**src/i3c_target_pkg.sv**
```systemverilog
/*
 * Shared types for the I3C/I2C target front end.
 * Only 7-bit addressing is supported, and 10-bit I2C addresses are not.
 * The bus-free count is in system clock cycles, up to 20 bits.
 */

package i3c_target_pkg;

  // Widths with a meaning on the bus or the register port
  typedef logic [6:0]  addr7_t;
  typedef logic [7:0]  addr_byte_t;
  typedef logic [19:0] cnt_t;
  typedef logic [1:0]  cfg_addr_t;
  typedef logic [31:0] cfg_data_t;

  typedef enum logic {
    MODE_I2C = 1'b0,
    MODE_I3C = 1'b1
  } bus_mode_e;

  typedef struct packed {
    logic      enable;
    bus_mode_e mode;
    addr7_t    sta_addr;
    addr7_t    dyn_addr;
    logic      dyn_addr_valid;
    cnt_t      t_bus_free;
  } target_cfg_t;

  // One-cycle pulses, except sda_sampled which is a level
  typedef struct packed {
    logic start;
    logic rstart;
    logic stop;
    logic scl_rise;
    logic scl_fall;
    logic sda_sampled;
  } bus_event_t;

  localparam addr7_t BROADCAST_ADDR = 7'h7E;

  // Register map
  localparam cfg_addr_t REG_CTRL     = 2'd0;
  localparam cfg_addr_t REG_STA_ADDR = 2'd1;
  localparam cfg_addr_t REG_DYN_ADDR = 2'd2;
  localparam cfg_addr_t REG_BUS_FREE = 2'd3;

endpackage

```
**src/target_config.sv**
```systemverilog
/*
 * Write-only configuration registers for the target front end.
 * A write is visible on cfg_o in the cycle after the strobe edge.
 * All fields clear on reset, which leaves the block disabled.
 */

`timescale 1ns/1ns

module target_config
  import i3c_target_pkg::*;
(
  input  logic        clk_i,
  input  logic        rst_n_i,

  input  logic        cfg_we_i,
  input  cfg_addr_t   cfg_addr_i,
  input  cfg_data_t   cfg_wdata_i,

  output target_cfg_t cfg_o
);

  target_cfg_t cfg_q;

  always_ff @(posedge clk_i or negedge rst_n_i) begin
    if (!rst_n_i) begin
      cfg_q <= '0;
    end else if (cfg_we_i) begin
      case (cfg_addr_i)
        REG_CTRL: begin
          cfg_q.enable <= cfg_wdata_i[0];
          cfg_q.mode   <= bus_mode_e'(cfg_wdata_i[1]);
        end
        REG_STA_ADDR: begin
          cfg_q.sta_addr <= cfg_wdata_i[6:0];
        end
        REG_DYN_ADDR: begin
          cfg_q.dyn_addr       <= cfg_wdata_i[6:0];
          cfg_q.dyn_addr_valid <= cfg_wdata_i[7];
        end
        REG_BUS_FREE: begin
          cfg_q.t_bus_free <= cfg_wdata_i[19:0];
        end
        default: begin
          cfg_q <= cfg_q;
        end
      endcase
    end
  end

  assign cfg_o = cfg_q;

  // A valid dynamic address in I3C mode must never alias the broadcast address
  property dyn_addr_not_broadcast_p;
    @(posedge clk_i) disable iff (!rst_n_i)
      (cfg_we_i && cfg_addr_i == REG_DYN_ADDR && cfg_wdata_i[7] && cfg_q.mode == MODE_I3C)
      |=> !(cfg_q.dyn_addr_valid && cfg_q.dyn_addr == BROADCAST_ADDR);
  endproperty

  dyn_addr_not_broadcast_a: assert property (dyn_addr_not_broadcast_p)
    else $error("dynamic address set to broadcast address in I3C mode");

endmodule

```
**src/bus_cond_detect.sv**
```systemverilog
/*
 * Synchronizes SCL/SDA and reports START, repeated START and STOP.
 * Event pulses are registered and appear SyncStages + 1 cycles after the pad change.
 * SyncStages must be 2 or more. No glitch filter is applied to the pads.
 */

`timescale 1ns/1ns

module bus_cond_detect
  import i3c_target_pkg::*;
#(
  parameter int unsigned SyncStages = 2
) (
  input  logic        clk_i,
  input  logic        rst_n_i,

  input  logic        scl_i,
  input  logic        sda_i,

  input  target_cfg_t cfg_i,

  output bus_event_t  event_o,
  output logic        bus_idle_o
);

  logic [SyncStages-1:0] scl_sync_q;
  logic [SyncStages-1:0] sda_sync_q;
  logic                  scl_prev_q;
  logic                  sda_prev_q;
  logic                  scl_s;
  logic                  sda_s;
  logic                  start_c;
  logic                  rstart_c;
  logic                  stop_c;
  logic                  busy_q;
  bus_event_t            event_q;
  cnt_t                  free_cnt_q;
  logic                  idle_q;
  logic                  start_seen_q;

  // Bus lines idle high
  always_ff @(posedge clk_i or negedge rst_n_i) begin
    if (!rst_n_i) begin
      scl_sync_q <= '1;
      sda_sync_q <= '1;
      scl_prev_q <= 1'b1;
      sda_prev_q <= 1'b1;
    end else begin
      scl_sync_q <= {scl_sync_q[SyncStages-2:0], scl_i};
      sda_sync_q <= {sda_sync_q[SyncStages-2:0], sda_i};
      scl_prev_q <= scl_s;
      sda_prev_q <= sda_s;
    end
  end

  assign scl_s = scl_sync_q[SyncStages-1];
  assign sda_s = sda_sync_q[SyncStages-1];

  // SDA edges while SCL is high
  assign start_c  = cfg_i.enable && scl_s && scl_prev_q && sda_prev_q && !sda_s && !busy_q;
  assign rstart_c = cfg_i.enable && scl_s && scl_prev_q && sda_prev_q && !sda_s && busy_q;
  assign stop_c   = cfg_i.enable && scl_s && scl_prev_q && !sda_prev_q && sda_s;

  always_ff @(posedge clk_i or negedge rst_n_i) begin
    if (!rst_n_i) begin
      busy_q <= 1'b0;
    end else if (!cfg_i.enable || stop_c) begin
      busy_q <= 1'b0;
    end else if (start_c) begin
      busy_q <= 1'b1;
    end
  end

  always_ff @(posedge clk_i or negedge rst_n_i) begin
    if (!rst_n_i) begin
      event_q             <= '0;
      event_q.sda_sampled <= 1'b1;
    end else begin
      event_q.start       <= start_c;
      event_q.rstart      <= rstart_c;
      event_q.stop        <= stop_c;
      event_q.scl_rise    <= cfg_i.enable && scl_s && !scl_prev_q;
      event_q.scl_fall    <= cfg_i.enable && !scl_s && scl_prev_q;
      event_q.sda_sampled <= sda_s;
    end
  end

  // Bus-free timer counts only while not inside a transfer
  always_ff @(posedge clk_i or negedge rst_n_i) begin
    if (!rst_n_i) begin
      free_cnt_q <= '0;
      idle_q     <= 1'b0;
    end else if (!cfg_i.enable || busy_q || !(scl_s && sda_s)) begin
      free_cnt_q <= '0;
      idle_q     <= 1'b0;
    end else if (free_cnt_q >= cfg_i.t_bus_free) begin
      idle_q <= 1'b1;
    end else begin
      free_cnt_q <= free_cnt_q + 1'b1;
    end
  end

  assign event_o    = event_q;
  assign bus_idle_o = idle_q;

  // Transfer window as seen from the reported START and STOP pulses
  always_ff @(posedge clk_i or negedge rst_n_i) begin
    if (!rst_n_i) begin
      start_seen_q <= 1'b0;
    end else if (!cfg_i.enable || event_q.stop) begin
      start_seen_q <= 1'b0;
    end else if (event_q.start) begin
      start_seen_q <= 1'b1;
    end
  end

  conditions_exclusive_a: assert property (
    @(posedge clk_i) disable iff (!rst_n_i)
      $onehot0({event_q.start, event_q.rstart, event_q.stop})
  ) else $error("more than one bus condition in one cycle");

  rstart_while_busy_a: assert property (
    @(posedge clk_i) disable iff (!rst_n_i)
      event_q.rstart |-> start_seen_q
  ) else $error("repeated START reported outside a transfer");

endmodule

```
**src/addr_capture.sv**
```systemverilog
/*
 * Captures the first byte after START or repeated START and ACKs a matching address.
 * SDA is open-drain only, sda_o high means released.
 * Bytes after the address are ignored until the next bus condition.
 */

`timescale 1ns/1ns

module addr_capture
  import i3c_target_pkg::*;
(
  input  logic        clk_i,
  input  logic        rst_n_i,

  input  target_cfg_t cfg_i,
  input  bus_event_t  event_i,

  output addr_byte_t  bus_addr_o,
  output logic        bus_addr_valid_o,
  output logic        addr_ack_o,
  output logic        sda_o
);

  typedef enum logic [1:0] {
    IDLE,
    SHIFT,
    ACK,
    WAIT_STOP
  } state_e;

  state_e     state_q;
  logic [2:0] bit_cnt_q;
  logic [6:0] shift_q;
  addr_byte_t addr_q;
  addr_byte_t byte_c;
  logic       valid_q;
  logic       ack_q;
  logic       sda_q;

  function automatic logic addr_match(target_cfg_t cfg, addr7_t addr);
    logic hit;
    if (cfg.mode == MODE_I2C) begin
      hit = (addr == cfg.sta_addr);
    end else begin
      hit = (addr == BROADCAST_ADDR) || (cfg.dyn_addr_valid && addr == cfg.dyn_addr);
    end
    return hit;
  endfunction

  // Completed byte, valid on the scl_rise of the eighth bit
  assign byte_c = {shift_q, event_i.sda_sampled};

  always_ff @(posedge clk_i) begin
    if (state_q == SHIFT && event_i.scl_rise) begin
      shift_q <= byte_c[6:0];
    end
  end

  always_ff @(posedge clk_i or negedge rst_n_i) begin
    if (!rst_n_i) begin
      state_q   <= IDLE;
      bit_cnt_q <= '0;
      addr_q    <= '0;
      valid_q   <= 1'b0;
      ack_q     <= 1'b0;
      sda_q     <= 1'b1;
    end else begin
      valid_q <= 1'b0;
      ack_q   <= 1'b0;
      if (!cfg_i.enable || event_i.stop) begin
        state_q <= IDLE;
        sda_q   <= 1'b1;
      end else if (event_i.start || event_i.rstart) begin
        state_q   <= SHIFT;
        bit_cnt_q <= '0;
        sda_q     <= 1'b1;
      end else begin
        case (state_q)
          SHIFT: begin
            if (event_i.scl_rise) begin
              bit_cnt_q <= bit_cnt_q + 1'b1;
              if (bit_cnt_q == 3'd7) begin
                addr_q  <= byte_c;
                valid_q <= 1'b1;
                if (addr_match(cfg_i, byte_c[7:1])) begin
                  ack_q   <= 1'b1;
                  state_q <= ACK;
                end else begin
                  state_q <= WAIT_STOP;
                end
              end
            end
          end
          ACK: begin
            // First fall starts the ACK bit, second fall ends it
            if (event_i.scl_fall) begin
              if (sda_q) begin
                sda_q <= 1'b0;
              end else begin
                sda_q   <= 1'b1;
                state_q <= WAIT_STOP;
              end
            end
          end
          default: begin
            state_q <= state_q;
          end
        endcase
      end
    end
  end

  assign bus_addr_o       = addr_q;
  assign bus_addr_valid_o = valid_q;
  assign addr_ack_o       = ack_q;
  assign sda_o            = sda_q;

  sda_low_only_in_ack_a: assert property (
    @(posedge clk_i) disable iff (!rst_n_i)
      !sda_q |-> state_q == ACK
  ) else $error("SDA pulled low outside the ACK slot");

endmodule

```
**src/i3c_target_ctrl.sv**
```systemverilog
/*
 * Target-side bus front end: configuration, bus conditions and address capture.
 * SCL is input only, SDA is open-drain with sda_o high meaning released.
 * No handshakes, every output is a level or a one-cycle pulse.
 */

`timescale 1ns/1ns

module i3c_target_ctrl
  import i3c_target_pkg::*;
#(
  parameter int unsigned SyncStages = 2
) (
  input  logic       clk_i,
  input  logic       rst_n_i,

  // Pads
  input  logic       scl_i,
  input  logic       sda_i,
  output logic       sda_o,

  // Register write port
  input  logic       cfg_we_i,
  input  cfg_addr_t  cfg_addr_i,
  input  cfg_data_t  cfg_wdata_i,

  output logic       bus_start_o,
  output logic       bus_rstart_o,
  output logic       bus_stop_o,
  output addr_byte_t bus_addr_o,
  output logic       bus_addr_valid_o,
  output logic       addr_ack_o,
  output logic       bus_idle_o
);

  target_cfg_t target_cfg;
  bus_event_t  bus_event;

  target_config u_target_config (
    .clk_i      (clk_i),
    .rst_n_i    (rst_n_i),
    .cfg_we_i   (cfg_we_i),
    .cfg_addr_i (cfg_addr_i),
    .cfg_wdata_i(cfg_wdata_i),
    .cfg_o      (target_cfg)
  );

  bus_cond_detect #(
    .SyncStages(SyncStages)
  ) u_bus_cond_detect (
    .clk_i     (clk_i),
    .rst_n_i   (rst_n_i),
    .scl_i     (scl_i),
    .sda_i     (sda_i),
    .cfg_i     (target_cfg),
    .event_o   (bus_event),
    .bus_idle_o(bus_idle_o)
  );

  addr_capture u_addr_capture (
    .clk_i           (clk_i),
    .rst_n_i         (rst_n_i),
    .cfg_i           (target_cfg),
    .event_i         (bus_event),
    .bus_addr_o      (bus_addr_o),
    .bus_addr_valid_o(bus_addr_valid_o),
    .addr_ack_o      (addr_ack_o),
    .sda_o           (sda_o)
  );

  assign bus_start_o  = bus_event.start;
  assign bus_rstart_o = bus_event.rstart;
  assign bus_stop_o   = bus_event.stop;

endmodule

```
**config.mk**
```make
export PLATFORM = sky130hd
export DESIGN_NAME = i3c_target_ctrl
export DESIGN_NICKNAME = d
export VERILOG_FILES = /design/src/i3c_target_pkg.sv /design/src/target_config.sv /design/src/bus_cond_detect.sv /design/src/addr_capture.sv /design/src/i3c_target_ctrl.sv
export SDC_FILE = /design/constraint.sdc
export NUM_CORES = 1
export LEC_CHECK = 0
export BUFFER_PORTS_ARGS = -buffer_cell sky130_fd_sc_hd__buf_4
export CAP_MARGIN = 20
export CORE_MARGIN = 2
export CORE_UTILIZATION = 58
export CTS_BUF_LIST = sky130_fd_sc_hd__clkbuf_16
export DETAILED_ROUTE_END_ITERATION = 8
export PLACE_DENSITY = 0.8
export SLEW_MARGIN = 40
export SYNTH_ARGS = -nofsm -noshare
export SYNTH_HDL_FRONTEND = slang
export SYNTH_HIERARCHICAL = 1
export SYNTH_SLANG_ARGS = --single-unit
```
**constraint.sdc**
```tcl
create_clock -name clk_i -period 2.84 [get_ports clk_i]
set_clock_uncertainty 0.2 [all_clocks]
set_input_delay 0.142 -clock clk_i [delete_from_list [all_inputs] [get_ports clk_i]]
set_output_delay 0.142 -clock clk_i [all_outputs]
set_load 0.005 [all_outputs]
```
==> results of run 1 <==
[sequential cells by signal, indices dropped and copies added, names as in the netlist, 2 cells and up]
name                          cells
u_addr_capture/state_q            2
u_bus_cond_detect/scl_sync_q      2
u_addr_capture/bit_cnt_q          3
u_bus_cond_detect/sda_sync_q      2
u_target_config/cfg_o            37
u_addr_capture/bus_addr_o         8
u_bus_cond_detect/free_cnt_q     20
u_bus_cond_detect/event_o         6
u_addr_capture/shift_q            7
[path summary, 6_finish.rpt]
kind	from	endpoint	slack, ns
worst max register to register	u_bus_cond_detect/free_cnt_q[16]$_DFFE_PN0P_	u_bus_cond_detect/free_cnt_q[16]$_DFFE_PN0P_	0.14
worst min register to register	u_bus_cond_detect/scl_sync_q[0]$_DFF_PN1_	u_bus_cond_detect/scl_sync_q[1]$_DFF_PN1_	0.15
worst max-delay path	u_bus_cond_detect/free_cnt_q[16]$_DFFE_PN0P_	u_bus_cond_detect/free_cnt_q[16]$_DFFE_PN0P_	0.14
min in group asynchronous	rst_n_i	u_addr_capture/bit_cnt_q[0]$_DFFE_PN0P_	0.21
max in group asynchronous	rst_n_i	u_target_config/cfg_o[18]$_DFFE_PN0P_	1.76
worst min-delay path	cfg_addr_i[0]	u_target_config/cfg_o[35]$_DFFE_PN0P_	0.05
[layer usage]
| layer | vias to the layer above | GRT usage, % | share of wire (%) |
|---|---|---|---|
| met3 | 21 | 4.930 | 3.6 |
| met5 | - | 0 | 0 |
| li1 | 1526 | - | - |
| met1 | 1596 | 29.20 | 43 |
| met4 | 0 | 8.955 | 2.8 |
| met2 | 79 | 38.79 | 51 |
[layout make-up]
class / instances / area [um2]
Sequential cell: 93 / 2371
Fill cell: 511 / 2085
Multi-Input combinational cell: 244 / 1964
Timing Repair Buffer: 76 / 634.4
Clock buffer: 9 / 225.2
Tap cell: 102 / 127.6
Inverter: 29 / 108.9
Clock inverter: 7 / 91.34
[cells by family after synthesis]
family	share of synthesized area, %
AOI/OAI and AO/OA	8.440
xor gates and xnor gates	3.315
adders and majority gates	6.407
buffers and inverters	3.705
DFF	52.79
muxes	11.84
and+or+nand+nor	13.51
[where the power goes]
group / internal [uW] / switching, uW
registers: 1460 / 80.6
clock network: 768 / 504
logic: 213 / 185
[critical path: stages (launching register included)]
cell	delay (ns)
dfrtp_1	0.43
ha_1	0.30
nand4_1	0.19
nor4_1	0.13
a221oi_2	0.35
nand3_2	0.17
buf_4	0.20
or4_1	0.51
a21oi_1	0.15
[placed cells by master (no fill, tap or decap), types with 7 or more instances in the layout]
cell type and n:
dfrtp_1 79, buf_4 52, mux2_2 45, inv_1 31, dlygate4sd3_1 23, ha_1 23
a21oi_1 19, nand2_1 17, nor2_1 14, xnor2_1 10, nand3_1 10, clkbuf_16 9
nand4_1 9, o21ai_0 9, o31ai_1 8, or4_1 8, or3_1 7, xor2_1 7
nor3_1 7, dfstp_2 7, edfxtp_1 7
[what timing repair did]
action | CTS | global route
hold buffers | 23 | 0
setup endpoints to repair | 0 | 11
resized for setup | 0 | 2
endpoints found under the hold margin | 118 | 0
setup buffers | 0 | 2
[metrics by stage]
stage          hold slack [ns]  instances  util, %
2_1_floorplan          -0.3536        375        -
3_3_place_gp           0.05132        519    65.00
6_report               0.05106        560    72.60
5_1_grt                0.05752        560    72.60
3_5_place_dp           0.05151        519    65.05
4_1_cts                0.02842        558    72.24
==> qor.txt, run 1 <==
total power draw -> 3207 uW
Max Cap Viol -> 0
final WL -> 9069 um
worst reg2reg path depth -> 8
area of all placed cells without fillers -> 5523 um2
Synth top cells by count -> dfrtp_1 (79), mux2_2 (45), inv_1 (29)
ANT cells -> 0
final period utilization -> 94.93%
DIE WIDTH -> 92 um
RSZ-0062 raised after global routing -> false
CP max FO -> 9
global placer's final weighted congestion -> 0.8261
share of cells above drive strength 1 -> 29.48%
port bufs -> 41
total number of yosys warnings -> 6
Worst-path clk slew -> 0.06 ns
fin nets -> 515
first-pass GRT wire length -> 15230 um
Placed Area -> 4949 um2
status -> complete, no violations
Top FF cell, synth -> dfrtp_1
Final setup viols -> 0
unique cell type count in the Yosys netlist -> 57
WS Path Type -> register to register
Slew HR -> 55.58%
CORE AREA -> 7607 um2
maximum buffer depth of the clock tree -> 2
Async S/R FF share, synth -> 92.47%
Mapped Cells -> 375
data required time at the worst endpoint -> 2.90 ns
dpl ws -> 0.1065 ns
Mapped Nets -> 437
Hold Violations, Final -> 0
dominant cell type by area after synthesis -> dfrtp_1
Initial Util -> 59.05%
Yosys reg bits -> 93
maximum clock frequency -> 0.3709 GHz
Num CTS Buffers -> 9
TritonCTS clock tree -> done
Rows -> 32
count leader, synth -> dfrtp_1
router iterations before antenna repair -> 4
Peak VDD IR -> 0.4021 mV
vias per inst -> 5.754
Slew Viols, Final -> 0
pwr/cell area -> 580.7 nW/um2
total die area -> 8464 um2
TNS Setup -> 0 ns
min-delay worst type -> primary input to register
worst skew pair latency -> 0.33 ns
First DRT Iteration DRCs -> 151
actual slew at the worst max-slew pin -> 0.6664 ns
hold depth -> 3
CTS sink count -> 93
Synth area leaders -> dfrtp_1 (44%), mux2_2 (11%), ha_1 (6.4%)
Mean Syn Cell Area -> 11.98 um2
area share of the largest cell type after synthesis -> 44.01%
Critical Path Source Type -> register
vias in the first global route -> 3227
Syn Std Cell Area -> 4492 um2
GRT overflow -> 0
# IOs -> 54
CP Capture Type -> register
final setup margin -> 0.1440 ns
Seq/Total Area, Yosys -> 52.79%
global router's overall resource usage -> 23.01%
initial antenna violation count -> 0
Final ANT Viol Nets -> 0
Root Buffer -> clkbuf_16
critical path arrival -> 2.75 ns
number of synthesized flops with an enable pin -> 7
minimum clock period -> 2.696 ns
DRC errors left -> 0
vias -> 3222
largest net degree at the start of global routing -> 87
# H-tree levels -> 3
Area Overhead vs Synth -> 22.95%
average wire per standard cell -> 16.19 um
post-DP HPWL -> 6154 um
Die Span Y -> 92 um
P_leak -> 0.002509 uW
Note: power is estimated with default switching activity, not from simulation.
==> run 2, diff against run 1 <==
==> constraint.sdc (replaced) <==
create_clock -name clk_i -period 2.84 [get_ports clk_i]
set_clock_uncertainty 0.2 [all_clocks]
set_input_delay 0.568 -clock clk_i [delete_from_list [all_inputs] [get_ports clk_i]]
set_output_delay 0.568 -clock clk_i [all_outputs]
set_load 0.005 [all_outputs]
==> qor.txt, run 2 (synthesized netlist as in run 1, its figures left out) <==
ANT cells -> 0 (unchanged)
Worst-path clk slew -> 0.07 ns (about the same)
CTS sink count -> 93 (unchanged)
port bufs -> 41 (unchanged)
# fillers -> 511 (unchanged)
total die area -> 8464 um2 (unchanged)
Root Buffer -> clkbuf_16
Rows -> 32 (unchanged)
global placer's final weighted congestion -> 0.8645 (+4.6%)
total power draw -> 3108 uW (-3.1%)
DRC errors left -> 0 (unchanged)
vias -> 3150 (-2.2%)
Max Cap Viol -> 0 (unchanged)
CP max FO -> 9 (unchanged)
maximum clock frequency -> 0.3600 GHz (-3.0%)
worst skew pair latency -> 0.34 ns (about the same)
# H-tree levels -> 3 (unchanged)
largest net degree at the start of global routing -> 51 (-41%)
maximum buffer depth of the clock tree -> 2 (unchanged)
Slew Viols, Final -> 0 (unchanged)
Area Overhead vs Synth -> 19.67%
actual slew at the worst max-slew pin -> 0.6448 ns (-0.02154 ns)
initial antenna violation count -> 0 (unchanged)
cts hold-fix bufs -> 0 (-100%)
P_leak -> 0.002445 uW (-2.5%)
vias in the first global route -> 3197 (-0.93%)
# IOs -> 54 (unchanged)
area of all placed cells without fillers -> 5375 um2 (-2.7%)
router iterations before antenna repair -> 4 (unchanged)
DIE WIDTH -> 92 um (unchanged)
commonest non-fill, non-tap cell in the layout -> dfrtp_1
First DRT Iteration DRCs -> 100 (-34%)
most frequent cells in the layout -> dfrtp_1 (79), buf_4 (57), mux2_2 (45)
CORE AREA -> 7607 um2 (unchanged)
Placed Area -> 4980 um2 (+0.63%)
pwr/cell area -> 578.2 nW/um2 (-0.43%)
CP Capture Type -> register
max reg flops -> 37 (unchanged)
Hold Violations, Final -> 0 (unchanged)
Peak VDD IR -> 0.3188 mV (-21%)
minimum clock period -> 2.778 ns (+0.08199 ns)
first-pass GRT wire length -> 14990 um (-1.5%)
vias per inst -> 5.790 (+0.64%)
average wire per standard cell -> 16.61 um (+2.6%)
final WL -> 9035 um (-0.37%)
post-DP HPWL -> 6146 um (-0.14%)
Slowest cell on crit path -> a221oi_2
Die Span Y -> 92 um (unchanged)
critical path arrival -> 2.84 ns (+0.09 ns)
WS Path Type -> register to register
Critical Path Source Type -> register
status -> complete, no violations
min-delay worst type -> primary input to async pin
TritonCTS clock tree -> done
data required time at the worst endpoint -> 2.90 ns (about the same)
share of cells above drive strength 1 -> 34.39% (+4.9 points)
Initial Util -> 59.05% (unchanged)
RSZ-0062 raised after global routing -> true
Slew HR -> 57.01% (+1.4 points)
GRT overflow -> 0 (unchanged)
final period utilization -> 97.82% (+2.9 points)
fin nets -> 499 (-3.1%)
max incr delay on CP -> 0.39 ns (-0.12 ns)
Final ANT Viol Nets -> 0 (unchanged)
Num CTS Buffers -> 9 (unchanged)
Final setup viols -> 0 (unchanged)
global router's overall resource usage -> 22.86% (-0.15 points)
CP cell instances -> inv_1 -> ha_1 -> a21oi_2 -> o21ai_0 -> a221oi_2 -> buf_4 -> nand4_1 -> buf_4 -> buf_6 -> or3_1 -> a21oi_2
==> run 2: area by class of cell <==
class / instances / area (um2) / share of cell area, %
inverter: 29 / 108.9 / 2.025
tap: 102 / 127.6 / 2.374
sequential: 93 / 2371 / 44.11
clock buffer: 9 / 225.2 / 4.190
multi-input combinational: 244 / 2001 / 37.22
clock inverter: 7 / 71.32 / 1.327
timing repair buffer: 60 / 470.5 / 8.752
==> run 2: worst paths after layout <==
path | startpoint | end | slack (ns) | depth (start not counted)
setup / recovery | u_target_config/cfg_o[9]$_DFFE_PN0P_ | u_bus_cond_detect/free_cnt_q[11]$_DFFE_PN0P_ | 0.06 | 11
hold / removal | rst_n_i | u_addr_capture/bit_cnt_q[2]$_DFFE_PN0P_ | 0.05 | 1
setup reg to reg | u_target_config/cfg_o[9]$_DFFE_PN0P_ | u_bus_cond_detect/free_cnt_q[11]$_DFFE_PN0P_ | 0.06 | 11
hold reg to reg | u_bus_cond_detect/sda_sync_q[0]$_DFF_PN1_ | u_bus_cond_detect/sda_sync_q[1]$_DFF_PN1_ | 0.16 | 0
max in group asynchronous | rst_n_i | u_bus_cond_detect/sda_sync_q[0]$_DFF_PN1_ | 1.69 | 2
min in group clk_i | scl_i | u_bus_cond_detect/scl_sync_q[0]$_DFF_PN1_ | 0.14 | 1
==> run 2: what timing repair did <==
action,CTS,global route
setup buffers,0,6
setup endpoints to repair,1,10
gates resized for setup,1,12
pin swaps,0,5
==> run 2: metrics by stage <==
stage | worst slack, ns | hold slack [ns] | instances | utilization [%] | setup TNS (ns)
detailed placement | 0.02682 | 0.1506 | 522 | 65.46 | 0
CTS | 0.02860 | 0.07730 | 538 | 69.42 | 0
global route | -0.08653 | 0.1024 | 544 | 70.66 | -0.5744
floorplan | 0.2550 | 0.07241 | 375 | - | 0
finish | 0.06198 | 0.05405 | 544 | 70.66 | 0
global placement | 0.1342 | 0.1460 | 522 | 65.46 | 0
==> run 2: per-layer routing <==
layer	track usage, %	vias up	wire length, um
met5	0	-	0
met4	10.57	0	247
met3	3.287	22	349
met2	40.26	90	4666
met1	27.77	1551	3771
li1	-	1487	-
==> run 2: critical path: cells and delay by family, from the launching register on <==
family / cells / cell delay (ns)
AO/OA/AOI/OAI: 4 / 0.81
buffers and inverters: 4 / 0.57
AND/OR/NAND/NOR: 2 / 0.43
flip-flops: 1 / 0.37
adder cells (fa/ha/maj): 1 / 0.33
==> run 2: power breakdown <==
group	total [uW]	switching (uW)	internal [uW]
Sequential	1540	81.0	1460
Combinational	379	183	196
Clock	1190	508	684
